[config.mk]
export PLATFORM = sky130hd
export DESIGN_NAME = reset_sequencer
export DESIGN_NICKNAME = d
export VERILOG_FILES = /design/src/source/reset_sequencer.sv
export SDC_FILE = /design/constraint.sdc
export NUM_CORES = 1
export LEC_CHECK = 0
export ABC_AREA = 1
export BUFFER_PORTS_ARGS = -buffer_cell sky130_fd_sc_hd__buf_2
export CELL_PAD_IN_SITES_DETAIL_PLACEMENT = 0
export CELL_PAD_IN_SITES_GLOBAL_PLACEMENT = 2
export CORE_MARGIN = 2
export CORE_UTILIZATION = 26
export DETAILED_ROUTE_END_ITERATION = 8
export PLACE_DENSITY = 0.66
export SETUP_SLACK_MARGIN = 0.2
export SYNTH_ARGS = -nofsm -noshare
export SYNTH_HDL_FRONTEND = slang
export SYNTH_SLANG_ARGS = --single-unit
export TNS_END_PERCENT = 20
[constraint.sdc]
create_clock -name clk_i -period 1.1 [get_ports clk_i]
set_input_delay 0.33 -clock clk_i [delete_from_list [all_inputs] [get_ports clk_i]]
set_output_delay 0.33 -clock clk_i [all_outputs]
set_load 0.01 [all_outputs]
[src/source/reset_sequencer.sv]
// tag phase counter with done flag
// reset delay chain that releases the core reset

`timescale 1ns/1ps

module reset_sequencer
  #(parameter int TAG_CYCLES = 16
    , parameter int RESET_DEPTH = 3
  )
  (
    input  logic clk_i
    , input  logic rst_i
    , output logic tag_done_o
    , output logic core_rst_o
  );

  localparam int CNT_W = $clog2(TAG_CYCLES + 1);

  logic [CNT_W-1:0]       cnt_q;
  logic                   tag_done_q;
  logic [RESET_DEPTH-1:0] chain_q;

  // tag phase, holds done once reached
  always_ff @(posedge clk_i) begin
    if (rst_i) begin
      cnt_q      <= '0;
      tag_done_q <= 1'b0;
    end else if (!tag_done_q) begin
      if (cnt_q == CNT_W'(TAG_CYCLES)) begin
        tag_done_q <= 1'b1;
      end else begin
        cnt_q <= cnt_q + 1'b1;
      end
    end
  end

  // core reset stays high until done has walked the chain
  always_ff @(posedge clk_i) begin
    if (rst_i) begin
      chain_q <= '1;
    end else begin
      chain_q[0] <= ~tag_done_q;
      for (int i = 1; i < RESET_DEPTH; i++) begin
        chain_q[i] <= chain_q[i-1];
      end
    end
  end

  assign tag_done_o = tag_done_q;
  // external reset reaches the core at once
  assign core_rst_o = rst_i | chain_q[RESET_DEPTH-1];

endmodule

==> results of run 1 <==
power breakdown:
part,leakage [nW],switching (mW),internal (mW),total (mW)
Sequential,0.0752,0.0167,0.334,0.350
Clock,0.0150,0.116,0.140,0.256
Combinational,0.133,0.0341,0.0367,0.0708
Total,0.224,0.167,0.510,0.677
logic make-up after synthesis:
group	after synthesis	synth area share (%)
flip-flops	9	45.71
AO/OA/AOI/OAI	4	5.080
XOR/XNOR	1	2.223
buffers and inverters	10	9.522
AND/OR/NAND/NOR	26	31.11
adder cells (fa/ha/maj)	2	6.348
placed cells by master (no fill, tap or decap):
cell type,n
clkbuf_4,3
clkbuf_1,1
a21oi_2,2
buf_2,1
or2_4,1
nand3_2,2
nor2_2,1
inv_4,3
or2_2,2
nand4_1,2
xor2_1,1
nand2_2,1
buf_4,3
inv_2,1
dfxtp_4,3
nand2_1,10
inv_1,5
nand2_4,2
ha_4,2
buf_6,2
dfxtp_1,6
nor2_1,3
a21oi_1,2
nand3_1,2
metal layers:
layer	GRT usage, %	share of wire [%]	vias up
met5	0	0	-
met4	3.636	0	0
met3	6.383	4.1	0
met2	19.09	50	4
met1	13.02	46	159
li1	-	-	177
what timing repair did:
action                     CTS  global route
pin swaps                   14             5
gates resized for setup     14             6
setup endpoints to repair    8             8
final cells by class:
class | count | area, um^2
clock buffer | 4 | 26.28
fill | 167 | 890.9
inverter | 9 | 41.29
multi-input combinational | 33 | 234.0
sequential | 9 | 191.4
tap | 16 | 20.02
timing repair buffer | 6 | 50.05
cell usage after synthesis:
cell	count
nand2_1	11
inv_1	8
nand3_1	4
nand2_2	2
clkbuf_1	1
a21oi_1	4
nor2_2	1
nor2_1	3
nand4_1	2
dfxtp_1	9
or2_2	3
inv_2	1
ha_1	2
xor2_1	1
flip-flops by register name, indices dropped and copies added (netlist names):
signal      flops
chain_q         3
cnt_q           5
tag_done_o      1
worst max-delay path, delay by kind of cell (launching register included):
family	cells	cell delay, ns
buffers and inverters	1	0.12
AND/OR/NAND/NOR	1	0.22
flip-flops	1	0.29
through the flow:
stage	hold slack, ns	cells	setup TNS (ns)
final	0.3828	77	-0.1132
after global routing	0.3888	77	-0.2876
after CTS	0.3750	77	-0.1297
after detailed placement	0.3961	73	-0.06713
after global placement	0.3922	73	-0.09778
after floorplan	0.3895	52	0
path summary, 6_finish.rpt:
kind | endpoint | depth (start not counted) | slack, ns | start
worst min register to register | chain_q[2] | 1 | 0.41 | chain_q[1]
worst min-delay path | cnt_q[2] | 3 | 0.38 | rst_i
worst max-delay path | core_rst_o | 2 | -0.11 | chain_q[2]
worst max register to register | cnt_q[1] | 8 | 0.02 | cnt_q[1]
==> reports/results.ini, run 1 <==
[worst_setup_path]
crit_arrival_ns = 0.88
crit_path_start_kind = flip-flop
crit_fanout = 1
cp_cell_sequence = or2_4, buf_6
cp-end-kind = output pin
crit_type = reg -> out
slowest_delay_ns = 0.29
required_ns = 0.77
crit_slowest_cell = dfxtp_1

[grt]
grt_start_max_net_pins = 9
overflow = 0
grt_use_total_pct = 11.71
antenna_found_initial = 0
grt_pass1_vias = 370
grt_pass1_wl_um = 1524

[power_and_ir_drop]
leakage_nw = 0.2236
power_density_nw_per_um2 = 1202
total_power_uw = 676.7
peakVddDrop_mv = 0.8062

[drt]
viasPerCell = 4.416
route.detailed.drc = 0
wl_per_cell_um = 10.42
vias = 340
ant_nets = 0
wirelength_um = 802
drt_iter0_markers = 1
firstDrtPassIters = 2

[final_layout]
antenna_cells = 0
drive_above_1_share_pct = 47.54
fin_util_pct = 38.73
fin_area_um2 = 563.0
area_delta_synth_final_pct = 42.86
final_net_count = 66

[place]
gp_congestion = 0.6726
dp.final_hpwl_um = 542.7
dp_worst_setup_slack_ns = -0.01760
port_buffers = 3
placed_area_um2 = 460.4

[yosys]
synth_cells = 52
yosysUniqueCellTypes = 14
netlist_area_um2 = 394.1
yosys_warnings = 0
synthTopCellsByArea = dfxtp_1 (46%), nand2_1 (10%), inv_1 (7.6%)
yosysSeqAreaShare_pct = 45.71
syn_nets = 56
synth_top_area_share_pct = 45.71
ys_seq_elements = 9
yosysTopAreaCell = dfxtp_1
syn_avg_cell_area_um2 = 7.579

[cts]
postCtsHoldBufs = 0
clockBufferDepth = 2
cts_root_buf = clkbuf_4
ctsHtreeMaxLevel = 1
tritoncts = done
worstSkewPairLatency_ns = 0.26
clkSinkCount = 9
cts.clk_slew.worst_paths_ns = 0.06
post_cts_buffers = 0
numCtsBuffers = 3

[timing]
setup_ws_ns = -0.1132
fin_crit_ns = 1.213
skew_ns = 0.005922
fmax_mhz = 824.3
period_share_pct = 110.3
slew_viol_final = 0
grt_setup_unrepaired = true
worst_pin_slew_ns = 0.2094
hold_viol_final = 0
slew_headroom_pct = 85.99
setup_viol = 1

[run_status]
status = finished, violations left
violations = setup timing

[run]
max-cap-violations = 0

[floorplan]
pin_count = 4
num_rows = 14
die_w_um = 42.94
start_util_pct = 27.11
die_h_um = 42.94
coreArea_um2 = 1454
die-area_um2 = 1843

[hold_path]
hp-class = in -> reg

Power figures use the tool's default switching activity.
==> run 2: changes to the inputs <==
--- a/config.mk
+++ b/config.mk
@@ -12,8 +12,9 @@
 export CORE_MARGIN = 2
 export CORE_UTILIZATION = 26
 export DETAILED_ROUTE_END_ITERATION = 8
+export MAX_ROUTING_LAYER = met4
 export PLACE_DENSITY = 0.66
-export SETUP_SLACK_MARGIN = 0.2
+export SETUP_SLACK_MARGIN = 0.05
 export SYNTH_ARGS = -nofsm -noshare
 export SYNTH_HDL_FRONTEND = slang
 export SYNTH_SLANG_ARGS = --single-unit
==> reports/results.ini, run 2 (synthesis gave the netlist of run 1 again) <==
[final_layout]
area_delta_synth_final_pct = 38.73
drive_above_1_share_pct = 45.16
final_net_count = 67
n_fill_cell = 162
multi_input_area_um2 = 225.2
regArea_um2 = 183.9
largest-register = cnt_q
antenna_cells = 0
fin_area_um2 = 546.8
fin_cells = 78
fin_util_pct = 37.61
largest_reg_flops = 5
layout_common_cells = nand2_1 (10), dfxtp_1 (6), inv_1 (5)
layout_commonest_cell = nand2_1

[place]
place_inst = 74
gp_congestion = 0.6789
dp.final_hpwl_um = 517.6
port_buffers = 3
placed_area_um2 = 459.2
dp_worst_setup_slack_ns = -0.009880

[cts]
ctsHtreeMaxLevel = 1
clockBufferDepth = 2
worstSkewPairLatency_ns = 0.26
numCtsBuffers = 3
cts_root_buf = clkbuf_4
cts.clk_slew.worst_paths_ns = 0.06
post_cts_buffers = 0
clkSinkCount = 9
tritoncts = done

[grt]
grt_start_max_net_pins = 9
grt_pass1_vias = 323
grt_pass1_wl_um = 1297
grt_use_total_pct = 10.50
antenna_found_initial = 0
overflow = 0

[floorplan]
die-area_um2 = 1843
die_h_um = 42.94
start_util_pct = 27.11
die_w_um = 42.94
num_rows = 14
pin_count = 4
coreArea_um2 = 1454

[timing]
skew_ns = 0.003967
fmax_mhz = 823.1
setup_ws_ns = -0.1149
worst_pin_slew_ns = 0.1914
fin_crit_ns = 1.215
period_share_pct = 110.4
setup_viol = 1
slew_headroom_pct = 87.19
hold_viol_final = 0
setup-tns-final_ns = -0.1149
grt_setup_unrepaired = true
slew_viol_final = 0
whs_ns = 0.3815

[power_and_ir_drop]
total_power_uw = 677.1
power_density_nw_per_um2 = 1238
peakVddDrop_mv = 0.8053
leakage_nw = 0.2230

[drt]
viasPerCell = 4.231
firstDrtPassIters = 2
drt_iter0_markers = 3
wl_per_cell_um = 9.551
ant_nets = 0
vias = 330
wirelength_um = 745
route.detailed.drc = 0

[hold_path]
hp-class = in -> reg

[worst_setup_path]
cp_cell_sequence = or2_4, buf_6
cp-end-kind = output pin
crit_path_start_kind = flip-flop
crit_type = reg -> out
crit_fanout = 1
crit_arrival_ns = 0.88
crit_slowest_cell = dfxtp_1
required_ns = 0.77
r2r_slack_ns = 0.06
slowest_delay_ns = 0.30

[run_status]
violations = setup timing
status = finished, violations left

[run]
max-cap-violations = 0

==> run 2: where the power goes <==
group / internal (mW) / leakage (nW) / switching (mW)
combinational: 0.0383 / 0.134 / 0.0410
clock: 0.140 / 0.0150 / 0.114
sequential: 0.337 / 0.0743 / 0.00720
==> run 2: final timing paths <==
check | startpoint | to | cells after the start
hold reg to reg | chain_q[1] | chain_q[2] | 1
setup / recovery | chain_q[2] | core_rst_o | 2
hold / removal | rst_i | cnt_q[2] | 3
setup reg to reg | cnt_q[0] | cnt_q[2] | 7
==> run 2: layout make-up <==
type,instances,area share [%]
tap,16,3.661
inverter,9,6.178
sequential,9,33.64
clock buffer,4,4.805
multi-input combinational,33,41.19
timing repair buffer,7,10.53
==> run 2: critical path, delay by kind of cell, from the launching register on <==
| kind | cells | cell delay (ns) |
|---|---|---|
| buffers and inverters | 1 | 0.12 |
| flip-flops | 1 | 0.30 |
| AND/OR/NAND/NOR | 1 | 0.22 |
==> run 2: timing repair <==
action	in CTS	in global routing
hold buffers	0	0
gates cloned	0	0
endpoints found under the setup margin	7	7
pin swaps	3	5
gates resized for setup	11	5
==> run 2: routing by layer <==
layer / vias up / GRT usage, % / part of all wire [%]
met5: - / - / 0
met4: 0 / 5.455 / 0
met3: 0 / 6.383 / 4.3
met2: 4 / 16.36 / 52
met1: 145 / 10.16 / 44
li1: 181 / - / -
