**src/common/manycore_pkg.sv**
```systemverilog
// shared widths for the memory side of the manycore harness
// wormhole packet opcodes and header flit field positions

package manycore_pkg;

  // ---------------------------------------------------------------------------
  // widths
  // ---------------------------------------------------------------------------

  // word address into the test memory
  localparam int ADDR_W = 10;

  // data word, also the flit width
  localparam int DATA_W = 32;

  // host request tag
  localparam int TAG_W = 4;

  // concentrator id, names the return link
  localparam int CID_W = 2;

  // flits that follow the header
  localparam int LEN_W = 2;

  // ---------------------------------------------------------------------------
  // packet format
  // ---------------------------------------------------------------------------

  typedef enum logic {
    WH_OP_READ  = 1'b0,
    WH_OP_WRITE = 1'b1
  } wh_op_e;

  // header flit, from lsb up: len, cid, tag, op
  localparam int HDR_LEN_LSB = 0;
  localparam int HDR_CID_LSB = HDR_LEN_LSB + LEN_W;
  localparam int HDR_TAG_LSB = HDR_CID_LSB + CID_W;
  localparam int HDR_OP_LSB  = HDR_TAG_LSB + TAG_W;

endpackage
```
**src/wormhole/wh_response_collector.sv**
```systemverilog
// gathers read replies from all return links
// one response strobe per reply, lowest link served first

`timescale 1ns/1ps

module wh_response_collector
  import manycore_pkg::*;
  #(parameter int NUM_LINKS = 4
  )
  (
    input  logic                        clk_i
    , input  logic                        rst_i
    , input  logic [NUM_LINKS*DATA_W-1:0] ret_flit_i
    , input  logic [NUM_LINKS-1:0]        ret_v_i
    , output logic [NUM_LINKS-1:0]        ret_ready_o
    , output logic                        resp_v_o
    , output logic [TAG_W-1:0]            resp_tag_o
    , output logic [DATA_W-1:0]           resp_data_o
  );

  logic              busy_q;
  logic [CID_W-1:0]  sel_q;
  logic [LEN_W-1:0]  cnt_q;
  logic [TAG_W-1:0]  tag_q;
  logic [CID_W-1:0]  pick;
  logic [CID_W-1:0]  sel;
  logic [DATA_W-1:0] flit;
  logic              xfer;
  logic              resp_v_q;
  logic [TAG_W-1:0]  resp_tag_q;
  logic [DATA_W-1:0] resp_data_q;

  // lowest valid link wins
  always_comb begin
    pick = '0;
    for (int i = NUM_LINKS - 1; i >= 0; i--) begin
      if (ret_v_i[i]) pick = CID_W'(i);
    end
  end

  assign sel  = busy_q ? sel_q : pick;
  assign flit = ret_flit_i[sel*DATA_W +: DATA_W];
  assign xfer = ret_v_i[sel];

  always_comb begin
    ret_ready_o = '0;
    ret_ready_o[sel] = 1'b1;
  end

  always_ff @(posedge clk_i) begin
    if (rst_i) begin
      busy_q   <= 1'b0;
      sel_q    <= '0;
      cnt_q    <= '0;
      resp_v_q <= 1'b0;
    end else begin
      resp_v_q <= 1'b0;
      if (xfer && !busy_q) begin
        busy_q <= 1'b1;
        sel_q  <= pick;
        cnt_q  <= flit[HDR_LEN_LSB +: LEN_W];
      end else if (xfer) begin
        cnt_q <= cnt_q - 1'b1;
        if (cnt_q == LEN_W'(1)) begin
          busy_q   <= 1'b0;
          resp_v_q <= 1'b1;
        end
      end
    end
  end

  // header gives the tag, last flit the data
  always_ff @(posedge clk_i) begin
    if (xfer && !busy_q) begin
      tag_q <= flit[HDR_TAG_LSB +: TAG_W];
    end
    if (xfer && busy_q && cnt_q == LEN_W'(1)) begin
      resp_tag_q  <= tag_q;
      resp_data_q <= flit;
    end
  end

  assign resp_v_o    = resp_v_q;
  assign resp_tag_o  = resp_tag_q;
  assign resp_data_o = resp_data_q;

endmodule

```
**config.mk**
```make
export PLATFORM = sky130hd
export DESIGN_NAME = wh_response_collector
export DESIGN_NICKNAME = d
export VERILOG_FILES = /design/src/common/manycore_pkg.sv /design/src/wormhole/wh_response_collector.sv
export SDC_FILE = /design/constraint.sdc
export NUM_CORES = 1
export LEC_CHECK = 0
export BUFFER_PORTS_ARGS = -buffer_cell sky130_fd_sc_hd__buf_2
export CAP_MARGIN = 20
export CELL_PAD_IN_SITES_DETAIL_PLACEMENT = 0
export CELL_PAD_IN_SITES_GLOBAL_PLACEMENT = 1
export CORE_MARGIN = 4
export CORE_UTILIZATION = 32
export DETAILED_ROUTE_END_ITERATION = 8
export PLACE_DENSITY_LB_ADDON = 0.3
export SYNTH_ARGS = -nofsm -noshare
export SYNTH_HDL_FRONTEND = slang
export SYNTH_SLANG_ARGS = --single-unit
```
**constraint.sdc**
```tcl
create_clock -name clk_i -period 3.04 [get_ports clk_i]
set_input_delay 0.304 -clock clk_i [delete_from_list [all_inputs] [get_ports clk_i]]
set_output_delay 0.304 -clock clk_i [all_outputs]
set_load 0.02 [all_outputs]
```
==> reports/metrics.yaml, run 1 <==
cts_max_path_buffers: 2
setup_total_negative_slack_ns: 0
worst_skew_pair_later_pin_latency_ns: 0.30
worst_setup_hold_path_clk_slew_ns: 0.10
cell_internal_pwr_mw: 1.21
cell_with_the_most_instances_on_the_worst_path: "sky130_fd_sc_hd__nor2_1"
holdBufCountCts: 0
route.detailed.drc: 0
synth_top_area_cell: "sky130_fd_sc_hd__edfxtp_1"
seq_power_share_pct: 45.9
total_number_of_placement_rows: 33
avgSynthCellArea_um2: 13.5
hold_path.class: "in -> reg"
synth-edff-count: 40
cellPowerDensity_nw_per_um2: 438
floorplan.die_area_um2: 10300
final_cell_mix: "174 x sky130_fd_sc_hd__buf_2, 98 x sky130_fd_sc_hd__mux2i_1, 40 x sky130_fd_sc_hd__edfxtp_1, 12 x sky130_fd_sc_hd__nor2_1"
timing.critical_path.cells: "nor2_1 -> a211o_2 -> nor2_1 -> buf_2"
cellLeakagePower_nw: 1.72
synth.area.top_cells: "sky130_fd_sc_hd__edfxtp_1 43%, sky130_fd_sc_hd__mux2i_1 35%, sky130_fd_sc_hd__dfxtp_1 4.3%"
viasPerCell: 4.73
synth_seq_area_share_pct: 47.3
fp.dieW_um: 101
area_delta_synth_final_pct: 36.2
ys_seq_elements: 46
peak_freq_ghz: 0.403
worstPathArrival_ns: 2.18
totalWireLength_mm: 7.45
cts-resized-gates: 0
mappedNetlistNets: 342
fillCellCount: 820
place_congestion: 0.759
h-tree-depth: 2
peakVddDrop_mv: 0.180
fp.coreArea_um2: 8340
syn_inst: 207
antenna_found_initial: 1
final_antenna_net_count: 0
synth.distinct_cells: 30
io_buffers: 174
worst_path_max_delay_cell: "sky130_fd_sc_hd__dfxtp_1"
swShare_pct: 27.6
worst_path_dominant_cell_family: "flip-flops"
start_util_pct: 33.5
hold_violations: 0
cts_sinks: 46
power.clock.fraction_pct: 27.9
post_drt_wl_per_cell_um: 15.4
num_antenna_cells: 0
power.total_mw: 1.67
clock_tree_from_tritoncts: "done"
synth.cell_area_um2: 2790
synth.top_cell.area_share_pct: 43.0
critPathLaunchType: "flop"
clock-root-buffer: "sky130_fd_sc_hd__clkbuf_8"
post-dp-hpwl_mm: 5.79
top_signal_layer_used: "met5"
synth_warnings: 0
detailedRoute.firstIterationViolations: 29
share_comb_of_total_power_pct: 26.2
grt_pass1_wl_mm: 11.3
finalWorstPathRequiredPeriod_ns: 2.48
drt-met1-wl_mm: 3.04
rrSetupSlack_ns: 0.80
vert_die_dim_um: 101
final-max-slew-violation-count: 0
design.final.nets: 513
timing.slew.headroom_pct: 39.7
finish.utilization_pct: 45.6
met2WireLength_mm: 3.62
fraction_of_final_layout_cells_with_drive_strength_greater_than_1_pct: 50.1
net_switching_mw: 0.460
met3_routed_wl_um: 714
floorplan.io_pins: 175
detail_route.first_pass.iterations: 4
final_common_cell: "sky130_fd_sc_hd__buf_2"
postSynth.asyncResetShare_pct: 0
setup_viols_final: 0
largest_net_degree_at_the_start_of_global_routing: 39
drv.max_cap_violation_count: 0
groute.usage.overall_pct: 13.8
cp-end-kind: "output port"
rsz0062_at_grt: "no"
critical_path_buf_inv_count: 1
crit_path_max_incr_delay_ns: 0.75
tightest_slew_ns: 0.905
grt_overflow: 0
dr_total_vias: 2289
setup.worst_path.class: "reg -> out"
post_cts_setup_buffers: 0
synth_flop_cell: "sky130_fd_sc_hd__edfxtp_1"
timing.clock.skew_ns: 0.00846
vias_in_the_first_global_route: 2390
cp.required_ns: 2.74
run_status: "complete, no violations"
cts-buffers-inserted: 5
layout_worst_path_cycle_share_pct: 81.6
critical_path_peak_fanout: 21
==> through the flow <==
step	instances	hold WS (ns)	instance area [um2]	worst slack, ns
finish	484	0.240	3810	0.558
global route	484	0.247	3810	0.405
CTS	484	0.236	3810	0.541
detailed placement	476	0.405	3690	0.817
global placement	476	0.403	3690	0.876
floorplan	207	0.373	2790	0.906
==> state kept, by name (all words and copies together), names as in the netlist <==
register and flops:
busy_q 1, resp_tag_o 4, cnt_q 2, tag_q 4
resp_data_o 32, sel_q 2, resp_v_o 1
==> synthesized netlist by cell type, types with 3 or more instances <==
cell type / instances
sky130_fd_sc_hd__edfxtp_1: 40
sky130_fd_sc_hd__nor2b_1: 6
sky130_fd_sc_hd__nor4b_1: 6
sky130_fd_sc_hd__nor2_1: 12
sky130_fd_sc_hd__buf_12: 3
sky130_fd_sc_hd__buf_2: 3
sky130_fd_sc_hd__inv_1: 3
sky130_fd_sc_hd__buf_8: 3
sky130_fd_sc_hd__a311oi_1: 4
sky130_fd_sc_hd__mux2i_1: 98
sky130_fd_sc_hd__dfxtp_1: 6
==> cells by family (layout without fill, tap and decap cells) <==
kind of cell,Yosys count,after routing,synth area share (%)
muxes,99,99,36.1
and+or+nand+nor,32,32,6.49
buffers and inverters,16,188,5.78
adders and majority gates,1,1,0.448
AOI/OAI and AO/OA,13,13,3.94
DFF,46,46,47.3
==> power by group through the flow <==
stage / Clock [mW] / Sequential (mW) / Combinational [mW]
6_report: 0.465 / 0.766 / 0.437
5_1_grt: 0.504 / 0.770 / 0.482
4_1_cts: 0.484 / 0.766 / 0.446
3_5_place_dp: 0 / 0.780 / 0.443
3_3_place_gp: 0 / 0.779 / 0.438
2_1_floorplan: 0 / 0.794 / 0.287
==> final timing paths <==
check                                          from                  endpoint  depth (start not counted)
worst max register to register  busy_q$_SDFFE_PP0P_  resp_data_o[5]$_DFFE_PP_                          4
worst max-delay path            busy_q$_SDFFE_PP0P_            ret_ready_o[3]                          4
worst min register to register   tag_q[3]$_DFFE_PP_   resp_tag_o[3]$_DFFE_PP_                          0
worst min-delay path                          rst_i     sel_q[1]$_SDFFE_PP0P_                          2
==> metal layers <==
metal,global-route usage (%),vias up
li1,-,1134
met1,16.0,1040
met2,25.4,107
met3,3.31,6
met4,3.68,2
met5,0,-
==> cell type report <==
class | count | area, um2 | area share (%)
Timing Repair Buffer | 177 | 906 | 23.8
Inverter | 3 | 11.3 | 0.296
Clock inverter | 3 | 45.0 | 1.18
Clock buffer | 5 | 68.8 | 1.81
Tap cell | 105 | 131 | 3.45
Multi-Input combinational cell | 145 | 1320 | 34.7
Sequential cell | 46 | 1320 | 34.7
==> worst register-to-register path, cell delays in order (launching register included) <==
cell and delay, ns:
sky130_fd_sc_hd__dfxtp_1 0.75, sky130_fd_sc_hd__nor2b_1 0.29, sky130_fd_sc_hd__a211o_2 0.53, sky130_fd_sc_hd__buf_12 0.26
sky130_fd_sc_hd__mux2i_1 0.24
Power figures use the tool's default switching activity.
==> run 2, diff against run 1 <==
--- a/config.mk
+++ b/config.mk
@@ -10,7 +10,7 @@
 export CELL_PAD_IN_SITES_DETAIL_PLACEMENT = 0
 export CELL_PAD_IN_SITES_GLOBAL_PLACEMENT = 1
 export CORE_MARGIN = 4
-export CORE_UTILIZATION = 32
+export CORE_UTILIZATION = 29
 export DETAILED_ROUTE_END_ITERATION = 8
 export PLACE_DENSITY_LB_ADDON = 0.3
 export SYNTH_ARGS = -nofsm -noshare
==> constraint.sdc (replaced) <==
create_clock -name clk_i -period 2.2 [get_ports clk_i]
set_input_delay 0.22 -clock clk_i [delete_from_list [all_inputs] [get_ports clk_i]]
set_output_delay 0.22 -clock clk_i [all_outputs]
set_load 0.02 [all_outputs]
==> run 2 against run 1 <==
Sequential share of layout area fell by 0.37 points; clock skew fell by 0.0036 ns; setup slack got worse by 0.33 ns; largest power group unchanged.
==> reports/metrics.yaml, run 2 (same netlist as run 1, synthesis figures left out) <==
holdBufCountCts: 0
logic_depth_of_the_worst_setup_path_including_buffers: 5
worst_path_dominant_cell_family: "buffers and inverters"
multi_input_comb_area_um2: 1320
rsz0062_at_grt: "no"
viasPerCell: 4.49
clock-root-buffer: "sky130_fd_sc_hd__clkbuf_8"
swShare_pct: 28.8
start_util_pct: 30.0
detail_route.first_pass.iterations: 4
fraction_of_final_layout_cells_with_drive_strength_greater_than_1_pct: 50.8
grt_pass1_wl_mm: 11.1
setup_slack_ns: 0.226
area_delta_synth_final_pct: 37.8
critical_path_peak_fanout: 34
vert_die_dim_um: 106
cp.required_ns: 1.98
floorplan.io_pins: 175
final_cell_mix: "174 x sky130_fd_sc_hd__buf_2, 98 x sky130_fd_sc_hd__mux2i_1, 40 x sky130_fd_sc_hd__edfxtp_1, 12 x sky130_fd_sc_hd__nor2_1"
post-dp-hpwl_mm: 5.94
timing.clock.skew_ns: 0.00487
cts_max_path_buffers: 2
net_switching_mw: 0.634
timing.slew.headroom_pct: 41.3
crit_path_max_incr_delay_ns: 0.41
largest_net_degree_at_the_start_of_global_routing: 39
place_worst_setup_slack_ns: 0.227
cts-buffers-inserted: 5
final_common_cell: "sky130_fd_sc_hd__buf_2"
share_comb_of_total_power_pct: 28.0
grt_overflow: 0
worstPathArrival_ns: 1.75
detailedRoute.firstIterationViolations: 77
fp.coreArea_um2: 9330
run_status: "complete, no violations"
largest_register_ffs: 32
rrSetupSlack_ns: 0.34
antenna_found_initial: 0
critical_path_buf_inv_count: 3
totalWireLength_mm: 7.41
cellLeakagePower_nw: 1.73
tightest_slew_ns: 0.881
crit-reg2reg-launch: "sel_q[0]$_SDFFE_PP0P_"
peak_freq_ghz: 0.507
total_number_of_placement_rows: 35
seq_power_share_pct: 48.0
timing.critical_path.cells: "buf_4 -> o31ai_4 -> buf_12 -> nor2_1 -> buf_2"
layout_worst_path_cycle_share_pct: 89.7
num_antenna_cells: 0
worst_path_max_delay_cell: "sky130_fd_sc_hd__dfxtp_2"
critical_path.reg2reg.endpoint: "resp_data_o[0]$_DFFE_PP_"
hold_violations: 0
io_buffers: 174
cellPowerDensity_nw_per_um2: 571
critPathLaunchType: "flop"
groute.usage.overall_pct: 12.2
finalWorstPathRequiredPeriod_ns: 1.97
hold_end: "sel_q[1]$_SDFFE_PP0P_"
min_path_cells: 2
dr_total_vias: 2292
worst_hold_startpoint: "rst_i"
power.clock.fraction_pct: 24.1
fillCellCount: 948
hold_path.class: "in -> reg"
cell_internal_pwr_mw: 1.57
cts_sinks: 46
final-seq-area_um2: 1320
final_antenna_net_count: 0
clock_tree_from_tritoncts: "done"
worst_skew_pair_later_pin_latency_ns: 0.30
vias_in_the_first_global_route: 2302
h-tree-depth: 2
route.detailed.drc: 0
r2r_cells: 2
drv.max_cap_violation_count: 0
peakVddDrop_mv: 0.270
setup_total_negative_slack_ns: 0
fp.dieW_um: 106
design.final.nets: 516
post_drt_wl_per_cell_um: 14.5
place_congestion: 0.784
cp-end-kind: "output port"
setup.worst_path.class: "reg -> out"
setup_viols_final: 0
worst_setup_hold_path_clk_slew_ns: 0.09
floorplan.die_area_um2: 11300
final-max-slew-violation-count: 0
==> run 2: worst max-delay path by stage <==
stage | from | end | slack (ns)
after floorplan | busy_q$_SDFFE_PP0P_ | resp_data_o[0]$_DFFE_PP_ | 0.07
after global placement | busy_q$_SDFFE_PP0P_ | resp_data_o[20]$_DFFE_PP_ | 0.26
after detailed placement | busy_q$_SDFFE_PP0P_ | resp_data_o[14]$_DFFE_PP_ | 0.23
after CTS | busy_q$_SDFFE_PP0P_ | ret_ready_o[0] | 0.07
after global routing | busy_q$_SDFFE_PP0P_ | ret_ready_o[1] | 0.1
final | busy_q$_SDFFE_PP0P_ | ret_ready_o[0] | 0.23
==> run 2: area by class of cell <==
| type | instances | share of cell area, % |
|---|---|---|
| clock inverter | 3 | 0.617 |
| tap | 129 | 4.19 |
| timing repair buffer | 180 | 24.4 |
| inverter | 3 | 0.292 |
| sequential | 46 | 34.3 |
| clock buffer | 5 | 1.79 |
| multi-input combinational | 145 | 34.3 |
==> run 2: power by group through the flow <==
stage / combinational (mW) / clock (mW) / sequential, mW
after global placement: 0.621 / 0 / 1.07
after detailed placement: 0.629 / 0 / 1.08
after global routing: 0.677 / 0.588 / 1.06
after floorplan: 0.396 / 0 / 1.10
final: 0.615 / 0.530 / 1.06
after CTS: 0.629 / 0.552 / 1.06
==> run 2: what timing repair did <==
action                                  4_1_cts  5_1_grt
gates resized for setup                       0        1
setup buffers                                 0        0
endpoints found under the setup margin        0        2
==> run 2: metrics by stage <==
stage / power [mW] / instances / hold WS [ns] / area [um2] / util (%)
after floorplan: 1.49 / 207 / 0.289 / 2790 / -
after global placement: 1.69 / 503 / 0.402 / 3760 / 40.3
after detailed placement: 1.70 / 503 / 0.411 / 3760 / 40.3
after CTS: 2.24 / 511 / 0.156 / 3850 / 41.3
after global routing: 2.33 / 511 / 0.177 / 3850 / 41.3
final: 2.20 / 511 / 0.174 / 3850 / 41.3
==> run 2: routing by layer <==
layer	routed length, um	global-route usage (%)	up-vias	share of wire, %
li1	-	-	1145	-
met5	0	0	-	0
met4	73	3.05	0	0.98
met1	2930	14.0	1050	39
met2	3820	22.4	92	52
met3	593	3.22	5	8.0
