==> src/common/manycore_pkg.sv <==
// shared widths for the memory side of the manycore harness
// wormhole packet opcodes and header flit field positions

package manycore_pkg;

  // ---------------------------------------------------------------------------
  // widths
  // ---------------------------------------------------------------------------

  // word address into the test memory
  localparam int ADDR_W = 10;

  // data word, also the flit width
  localparam int DATA_W = 32;

  // host request tag
  localparam int TAG_W = 4;

  // concentrator id, names the return link
  localparam int CID_W = 2;

  // flits that follow the header
  localparam int LEN_W = 2;

  // ---------------------------------------------------------------------------
  // packet format
  // ---------------------------------------------------------------------------

  typedef enum logic {
    WH_OP_READ  = 1'b0,
    WH_OP_WRITE = 1'b1
  } wh_op_e;

  // header flit, from lsb up: len, cid, tag, op
  localparam int HDR_LEN_LSB = 0;
  localparam int HDR_CID_LSB = HDR_LEN_LSB + LEN_W;
  localparam int HDR_TAG_LSB = HDR_CID_LSB + CID_W;
  localparam int HDR_OP_LSB  = HDR_TAG_LSB + TAG_W;

endpackage
==> src/wormhole/wh_request_packetizer.sv <==
// per-link request queues fed by host strobes
// each queue emits header, address and, for writes, data flits

`timescale 1ns/1ps

module wh_request_packetizer
  import manycore_pkg::*;
  #(parameter int NUM_LINKS = 4
    , parameter int QUEUE_DEPTH = 4
  )
  (
    input  logic                        clk_i
    , input  logic                        rst_i
    , input  logic                        req_v_i
    , input  logic                        req_write_i
    , input  logic [ADDR_W-1:0]           req_addr_i
    , input  logic [TAG_W-1:0]            req_tag_i
    , input  logic [DATA_W-1:0]           req_data_i
    , input  logic [NUM_LINKS-1:0]        link_ready_i
    , output logic [NUM_LINKS*DATA_W-1:0] link_flit_o
    , output logic [NUM_LINKS-1:0]        link_v_o
    , output logic                        overflow_o
  );

  localparam int PTR_W = (QUEUE_DEPTH > 1) ? $clog2(QUEUE_DEPTH) : 1;
  localparam int CNT_W = $clog2(QUEUE_DEPTH + 1);

  logic [CID_W-1:0]     req_link;
  logic [NUM_LINKS-1:0] full;
  logic                 overflow_q;

  // link picked by low address bits, as for cache banks
  assign req_link = CID_W'(req_addr_i % NUM_LINKS);

  for (genvar i = 0; i < NUM_LINKS; i++) begin : link
    wh_op_e            q_op   [QUEUE_DEPTH];
    logic [ADDR_W-1:0] q_addr [QUEUE_DEPTH];
    logic [TAG_W-1:0]  q_tag  [QUEUE_DEPTH];
    logic [DATA_W-1:0] q_data [QUEUE_DEPTH];
    logic [PTR_W-1:0]  wr_ptr_q;
    logic [PTR_W-1:0]  rd_ptr_q;
    logic [CNT_W-1:0]  count_q;
    logic [1:0]        flit_q;
    logic              push;
    logic              pop;
    logic              xfer;
    logic [DATA_W-1:0] hdr;
    logic [DATA_W-1:0] flit;

    assign full[i] = (count_q == CNT_W'(QUEUE_DEPTH));
    assign push    = req_v_i && (req_link == CID_W'(i)) && !full[i];
    assign xfer    = link_v_o[i] && link_ready_i[i];
    assign pop     = xfer && (flit_q == ((q_op[rd_ptr_q] == WH_OP_WRITE) ? 2'd2 : 2'd1));

    always_ff @(posedge clk_i) begin
      if (push) begin
        q_op[wr_ptr_q]   <= req_write_i ? WH_OP_WRITE : WH_OP_READ;
        q_addr[wr_ptr_q] <= req_addr_i;
        q_tag[wr_ptr_q]  <= req_tag_i;
        q_data[wr_ptr_q] <= req_data_i;
      end
    end

    always_ff @(posedge clk_i) begin
      if (rst_i) begin
        wr_ptr_q <= '0;
        rd_ptr_q <= '0;
        count_q  <= '0;
        flit_q   <= '0;
      end else begin
        if (push) begin
          wr_ptr_q <= (wr_ptr_q == PTR_W'(QUEUE_DEPTH - 1)) ? '0 : wr_ptr_q + 1'b1;
        end
        if (pop) begin
          rd_ptr_q <= (rd_ptr_q == PTR_W'(QUEUE_DEPTH - 1)) ? '0 : rd_ptr_q + 1'b1;
        end
        count_q <= count_q + CNT_W'(push) - CNT_W'(pop);
        // header -> address -> data
        if (pop) begin
          flit_q <= '0;
        end else if (xfer) begin
          flit_q <= flit_q + 1'b1;
        end
      end
    end

    always_comb begin
      hdr = '0;
      hdr[HDR_OP_LSB] = q_op[rd_ptr_q];
      hdr[HDR_TAG_LSB +: TAG_W] = q_tag[rd_ptr_q];
      hdr[HDR_CID_LSB +: CID_W] = CID_W'(i);
      hdr[HDR_LEN_LSB +: LEN_W] = (q_op[rd_ptr_q] == WH_OP_WRITE) ? LEN_W'(2) : LEN_W'(1);
      case (flit_q)
        2'd0:    flit = hdr;
        2'd1:    flit = DATA_W'(q_addr[rd_ptr_q]);
        default: flit = q_data[rd_ptr_q];
      endcase
    end

    assign link_flit_o[i*DATA_W +: DATA_W] = flit;
    assign link_v_o[i] = (count_q != '0);
  end

  // sticky until reset
  always_ff @(posedge clk_i) begin
    if (rst_i) begin
      overflow_q <= 1'b0;
    end else if (req_v_i && full[req_link]) begin
      overflow_q <= 1'b1;
    end
  end

  assign overflow_o = overflow_q;

endmodule

==> config.mk <==
export PLATFORM = sky130hd
export DESIGN_NAME = wh_request_packetizer
export DESIGN_NICKNAME = d
export VERILOG_FILES = /design/src/common/manycore_pkg.sv /design/src/wormhole/wh_request_packetizer.sv
export SDC_FILE = /design/constraint.sdc
export NUM_CORES = 1
export LEC_CHECK = 0
export ABC_CLOCK_PERIOD_IN_PS = 5900
export BUFFER_PORTS_ARGS = -buffer_cell sky130_fd_sc_hd__clkbuf_2
export CORE_MARGIN = 1.5
export CORE_UTILIZATION = 55
export DETAILED_ROUTE_END_ITERATION = 10
export PLACE_DENSITY = 0.73
export SKIP_LAST_GASP = 1
export SYNTH_ARGS = -nofsm -noshare
export SYNTH_HDL_FRONTEND = slang
export SYNTH_SLANG_ARGS = --single-unit
==> constraint.sdc <==
create_clock -name clk_i -period 5.9 [get_ports clk_i]
set_input_delay 1.18 -clock clk_i [delete_from_list [all_inputs] [get_ports clk_i]]
set_output_delay 1.18 -clock clk_i [all_outputs]
set_load 0.1 [all_outputs]
==> results.toml, run 1 <==
[global_routing]
antenna_found_initial = 2
grt_pass1_wl_um = 101000
grt_use_total = 0.245
grt_max_degree = 48
grt.overflow.total = 0
grt_pass1_vias = 15516

[pwr]
leakage_nw = 11.6
max-vdd-ir-drop_mv = 0.344
power_density_nw_per_um2 = 345

[worst_setup_path]
cp-startpoint = "link[3].flit_q[1]"
cp_max_fo = 17
cp-endpoint = "link_flit_o[100]"
cp-end-kind = "output pin"
cp.required_ns = 4.72
r2r_setup_slack_ns = 2.38
crit_type = "flip-flop to output pin"
start_kind = "flip-flop"
r2r-end = "link[3].count_q[2]"
ff2ff_path_depth = 10
cp.arrival_ns = 3.51

[detailed_routing]
postRouteAntennaNets = 0
vias = 15144
drc = 0
drt_iter0_drc = 1587
wirelength_um = 68300
firstDrtPassIters = 5
post_drt_wl_per_cell_um = 27.3
vias_per_cell = 6.05

[timing]
clock_skew_ns = 0.0267
hold_slack_ns = 0.475
max_slew_margin = 0.216
finalSetupViolCount = 0
finalHoldViolations = 0
period_minus_slack_ns = 4.69
tightest_slew_ns = 1.18
rsz0062_at_grt = "no"
finalMaxSlewViolations = 0
fin_tns_setup_ns = 0
max_freq_mhz = 213
final.period_utilization = 0.795

[finish]
post-route-util = 0.637
nNetsFinal = 1782
antenna_cells = 0
area_growth_syn_to_layout_pct = 14.3
regArea_um2 = 23500
drive_above_1_share = 0.316
multi_input_area_um2 = 6970
num-fill-cells = 3684

[synthesis]
synth_ff_type = "edfxtp_1"
synth_compound_area_frac = 0.0192
syn-num-nets = 1550
synth-seq-area-share = 0.763
synthCells = 1460
synth_edf_count = 752
synth-xor-area-share = 0.00455
synthTopCellsByCount = "752 x edfxtp_1, 189 x mux4_2, 104 x and2_1"
synth.cell_area_um2 = 30800
synthTopCellsByArea = "edfxtp_1 73%, mux4_2 14%, dfxtp_1 2.9%"
yosysWarnings = 0
yosysTopAreaCellShare = 0.733
synth-seq-cells = 797
synthArstFlopShare = 0
yosysTopAreaCell = "edfxtp_1"
synth_mux_area_frac = 0.145
synth_top_family_by_area = "multiplexers"
synth.avg_cell_area_um2 = 21.1
synth_simple_gate_area_frac = 0.0413
synthAdderAreaFrac = 0.0156
yosysMostFrequentCell = "edfxtp_1"
synth_cell_types = 44

[cts]
cts_max_path_buffers = 3
cts.repair.resized = 0
clock_latency_ns = 0.62
path_clk_slew_ns = 0.06
root_buffer = "clkbuf_16"
htree_levels = 3
numClockSinks = 797
cts_buffers = 77
ctsHoldBuffers = 0
tritoncts = "done"
cts_setup_buffers = 0

[floorplan]
initial_core_util = 0.558
die_w_um = 240
die_area_um2 = 57400
core_um2 = 55200
die_h_um = 240
boundaryPins = 187
fp-row-count = 86

[place]
place.gp.congestion = 0.808
dp_hpwl_um = 42000
io_buffers = 186

[worst_hold_path]
holdCritPathClass = "flip-flop to flip-flop"
whs_path_depth = 2

[run_status]
outcome = "completed"

[job]
cap_violations = 0
==> worst min path at each step <==
| stage | slack (ns) | end | from |
|---|---|---|---|
| 2_1_floorplan | 0.50 | flip-flop | link[0].rd_ptr_q[0] |
| 3_3_place_gp | 0.45 | overflow_o | overflow_o |
| 3_5_place_dp | 0.47 | overflow_o | overflow_o |
| 4_1_cts | 0.48 | overflow_o | overflow_o |
| 5_1_grt | 0.52 | overflow_o | overflow_o |
| 6_report | 0.48 | overflow_o | overflow_o |
==> worst max-delay path, cell delays in order (launching register included) <==
cell	delay (ns)
dfxtp_1	0.37
inv_1	0.10
ha_1	0.41
nor2_2	0.78
buf_4	0.42
a22oi_1	0.13
nand2_1	0.19
clkbuf_2	0.48
==> cell usage in the layout, fill, tap and decap left out, types with 6 or more instances in the layout <==
master       n
a21oi_1      7
a22o_1       8
a22oi_1     26
a31oi_1      6
and2_1      88
and2_2      16
buf_4       28
bufinv_16    7
clkbuf_1     9
clkbuf_16   81
clkbuf_2   186
clkinv_1    18
clkinv_2    19
dfxtp_1     37
edfxtp_1   752
ha_1        32
inv_1       28
mux2i_1     14
mux4_2     189
nand2_1     53
nor2_1      28
nor2_2       6
nor2b_1      8
nor3_1      12
o21ai_0      8
o311a_1      8
xnor2_1      8
xor2_1       8
==> metrics by stage <==
stage | area [um^2] | setup WS (ns) | power, mW | cells
after floorplan | 30800 | 1.69 | 7.07 | 1460
after global placement | 32700 | 1.89 | 7.35 | 2361
after detailed placement | 32700 | 1.79 | 7.37 | 2361
after CTS | 35200 | 1.12 | 12.2 | 2503
after global routing | 35200 | 1.03 | 12.5 | 2503
final | 35200 | 1.21 | 12.1 | 2503
==> cell type report <==
class                           instances  area share
Clock buffer                           93      0.0597
Inverter                               28     0.00299
Timing Repair Buffer                  214      0.0324
Multi-Input combinational cell        574       0.198
Clock inverter                         49      0.0122
Tap cell                              748      0.0266
Sequential cell                       797       0.668
==> power breakdown <==
part | internal, mW | total (mW) | leakage, nW | switching [mW]
clock network | 2.85 | 4.90 | 1.25 | 2.05
logic | 0.169 | 0.961 | 3.17 | 0.791
registers | 6.25 | 6.28 | 7.16 | 0.0281
==> metal layers <==
| metal | track usage | wire length (um) | up-vias |
|---|---|---|---|
| met3 | 0.0383 | 5220 | 82 |
| met2 | 0.398 | 34100 | 637 |
| met4 | 0.0648 | 1280 | 0 |
| met1 | 0.352 | 27800 | 8014 |
| met5 | 0 | 0 | - |
| li1 | - | - | 6411 |
==> cell families after synthesis <==
kind of cell,count (synthesis)
flops,797
buf+inv,89
xor+xnor,16
mux,207
compound gates,80
fa+ha+maj,36
simple gates,235
==> registers in the layout, summed over array words and instances (netlist names), named ones only <==
| name | flops |
|---|---|
| link.q_tag | 64 |
| overflow_o | 1 |
| link.rd_ptr_q | 8 |
| link.q_op | 16 |
| link.q_addr | 160 |
| link.wr_ptr_q | 8 |
| link.count_q | 12 |
| link.q_data | 512 |
| link.flit_q | 8 |
(Power assumes the default switching activity.)
==> run 2: changes to the inputs <==
--- a/config.mk
+++ b/config.mk
@@ -5,12 +5,13 @@
 export SDC_FILE = /design/constraint.sdc
 export NUM_CORES = 1
 export LEC_CHECK = 0
-export ABC_CLOCK_PERIOD_IN_PS = 5900
+export ABC_AREA = 1
+export ABC_CLOCK_PERIOD_IN_PS = 3900
 export BUFFER_PORTS_ARGS = -buffer_cell sky130_fd_sc_hd__clkbuf_2
 export CORE_MARGIN = 1.5
 export CORE_UTILIZATION = 55
 export DETAILED_ROUTE_END_ITERATION = 10
-export PLACE_DENSITY = 0.73
+export PLACE_DENSITY = 0.76
 export SKIP_LAST_GASP = 1
 export SYNTH_ARGS = -nofsm -noshare
 export SYNTH_HDL_FRONTEND = slang
==> constraint.sdc (replaced) <==
create_clock -name clk_i -period 3.9 [get_ports clk_i]
set_input_delay 0.78 -clock clk_i [delete_from_list [all_inputs] [get_ports clk_i]]
set_output_delay 0.78 -clock clk_i [all_outputs]
set_load 0.1 [all_outputs]
==> run 2 against run 1 <==
Compared with the run above: area after synthesis is 2.5% higher; setup slack worse by 0.94 ns; critical path depth is 1 lower.
==> results.toml, run 2 <==
[run_status]
outcome = "completed"

[pwr]
p_total_mw = 25.1
max-vdd-ir-drop_mv = 0.645
leakage_nw = 13.2
power_density_nw_per_um2 = 664

[floorplan]
fp-row-count = 87
core_um2 = 56600
initial_core_util = 0.558
die_w_um = 243
die_area_um2 = 58900
die_h_um = 243
boundaryPins = 187

[synthesis]
yosysTopAreaCell = "edfxtp_1"
yosysMostFrequentCell = "edfxtp_1"
synth_edf_count = 752
synth-seq-cells = 797
synth.avg_cell_area_um2 = 12.5
synth.cell_area_um2 = 31600
synthTopCellsByCount = "752 x edfxtp_1, 591 x nor2_1, 361 x o21ai_0"
synth_ff_type = "edfxtp_1"
synth-seq-area-share = 0.744
yosysTopAreaCellShare = 0.715
synth_cell_types = 33
yosysWarnings = 0
synthTopCellsByArea = "edfxtp_1 72%, nor2_1 7.0%, o21ai_0 5.7%"
synthArstFlopShare = 0
synthCells = 2517
syn-num-nets = 2607

[global_routing]
grt_pass1_wl_um = 115000
grt_max_degree = 95
grt_use_total = 0.255
grt.overflow.total = 0
grt_pass1_vias = 20375
antenna_found_initial = 1

[finish]
largest_reg_flops = 512
antenna_cells = 0
drive_above_1_share = 0.147
nNetsFinal = 2779
mostFrequentLayoutCell = "edfxtp_1"
layout_common_cells = "752 x edfxtp_1, 575 x nor2_1, 361 x o21ai_0"
regMostFlops = "link.q_data"
stdcell_area_um2 = 37900
top_regs = "link.q_data: 512 flops, link.q_addr: 160 flops, link.q_tag: 64 flops"
area_growth_syn_to_layout_pct = 20.0

[detailed_routing]
drc = 0
wirelength_um = 75300
vias_per_cell = 5.90
firstDrtPassIters = 5
post_drt_wl_per_cell_um = 21.5
drt_iter0_drc = 2510
vias = 20693
postRouteAntennaNets = 0

[place]
post_dp_cell_area_um2 = 35300
place.gp.congestion = 0.824
io_buffers = 186
dp_hpwl_um = 45600

[timing]
tightest_slew_ns = 0.981
final.period_utilization = 0.931
fin_tns_setup_ns = 0
finalHoldViolations = 0
max_freq_mhz = 275
clock_skew_ns = 0.0199
rsz0062_at_grt = "no"
hold_slack_ns = 0.464
period_minus_slack_ns = 3.63
max_slew_margin = 0.346
finalSetupViolCount = 0
finalMaxSlewViolations = 0

[worst_hold_path]
min_from = "overflow_o"
whs_path_depth = 2
whs_endpoint = "overflow_o"
holdCritPathClass = "flip-flop to flip-flop"

[cts]
numClockSinks = 797
tritoncts = "done"
cts_buffers = 76
path_clk_slew_ns = 0.06
cts.repair.resized = 0
ctsHoldBuffers = 0
htree_levels = 3
cts_setup_buffers = 0
clock_latency_ns = 0.62
cts_max_path_buffers = 3
root_buffer = "clkbuf_16"

[worst_setup_path]
cp.required_ns = 3.12
cp.arrival_ns = 2.85
ff2ff_path_depth = 13
cp-end-kind = "output pin"
crit_type = "flip-flop to output pin"
r2r_setup_slack_ns = 1.08
cp_max_fo = 22
r2r-end = "link[0].count_q[2]"
start_kind = "flip-flop"

[job]
cap_violations = 0
## run 2: changes by cell type after synthesis, sizes merged, moves of 16 or more
| cell | change |
|---|---|
| inv | +55 |
| mux4 | -189 |
| a22oi | -26 |
| a21oi | +102 |
| nand2 | +142 |
| buf | +46 |
| nand3 | +79 |
| clkbuf | +35 |
| nor2 | +558 |
| and2 | -102 |
| o21ai | +356 |
| mux2i | -16 |
| o22ai | +83 |
## run 2: worst max-delay path by stage
stage | to | start | slack (ns) | depth (start not counted)
floorplan | link[3].q_addr[0][0] | req_v_i | 0.23 | 5
global placement | link[0].count_q[2] | req_addr_i[0] | 0.82 | 10
global route | link_flit_o[98] | link[3].flit_q[0] | 0.07 | 8
CTS | link_flit_o[99] | link[3].flit_q[0] | 0.25 | 8
finish | link_flit_o[11] | link[0].flit_q[0] | 0.27 | 6
detailed placement | link[0].count_q[2] | req_addr_i[0] | 0.80 | 10
## run 2: cell type report
| type | instances | area [um^2] |
|---|---|---|
| clock buffer | 92 | 2000 |
| clock inverter | 48 | 611 |
| fill | 3746 | 18700 |
| inverter | 83 | 312 |
| multi-input combinational | 1495 | 7240 |
| sequential | 797 | 23500 |
| tap | 756 | 946 |
| timing repair buffer | 236 | 3280 |
## run 2: report_power, final
group          leakage (nW)  total [mW]  switching [mW]  internal (mW)
Combinational          4.76        7.70            5.52           2.19
Sequential             7.16        9.72           0.105           9.61
Clock                  1.28        7.72            3.11           4.61
## run 2: routing by layer
layer,GRT usage,up-vias,part of all wire
li1,-,9297,-
met4,0.0744,0,0.024
met1,0.346,10118,0.38
met3,0.0478,130,0.098
met2,0.422,1148,0.50
met5,0,-,0
## run 2: cell families (layout without fill, tap and decap cells)
logic type	count (synthesis)	count (layout)	synth area share
flops	797	797	0.744
xor+xnor	7	7	0.00194
simple gates	882	882	0.113
fa+ha+maj	36	36	0.0152
buf+inv	225	459	0.0307
compound gates	570	570	0.0951
## run 2: worst max-delay path, cell delays in order (launching register included)
cell and delay [ns]:
dfxtp_1 0.35, inv_1 0.09, ha_1 0.34, nor2_1 0.20
inv_1 0.38, a21oi_1 0.62, buf_12 0.25
## run 2: per-stage QoR
step	utilization	setup WS (ns)	std cells
6_report	0.669	0.268	3507
5_1_grt	0.669	0.0709	3507
4_1_cts	0.669	0.253	3507
3_5_place_dp	0.623	0.801	3367
3_3_place_gp	0.623	0.821	3367
2_1_floorplan	-	0.228	2517
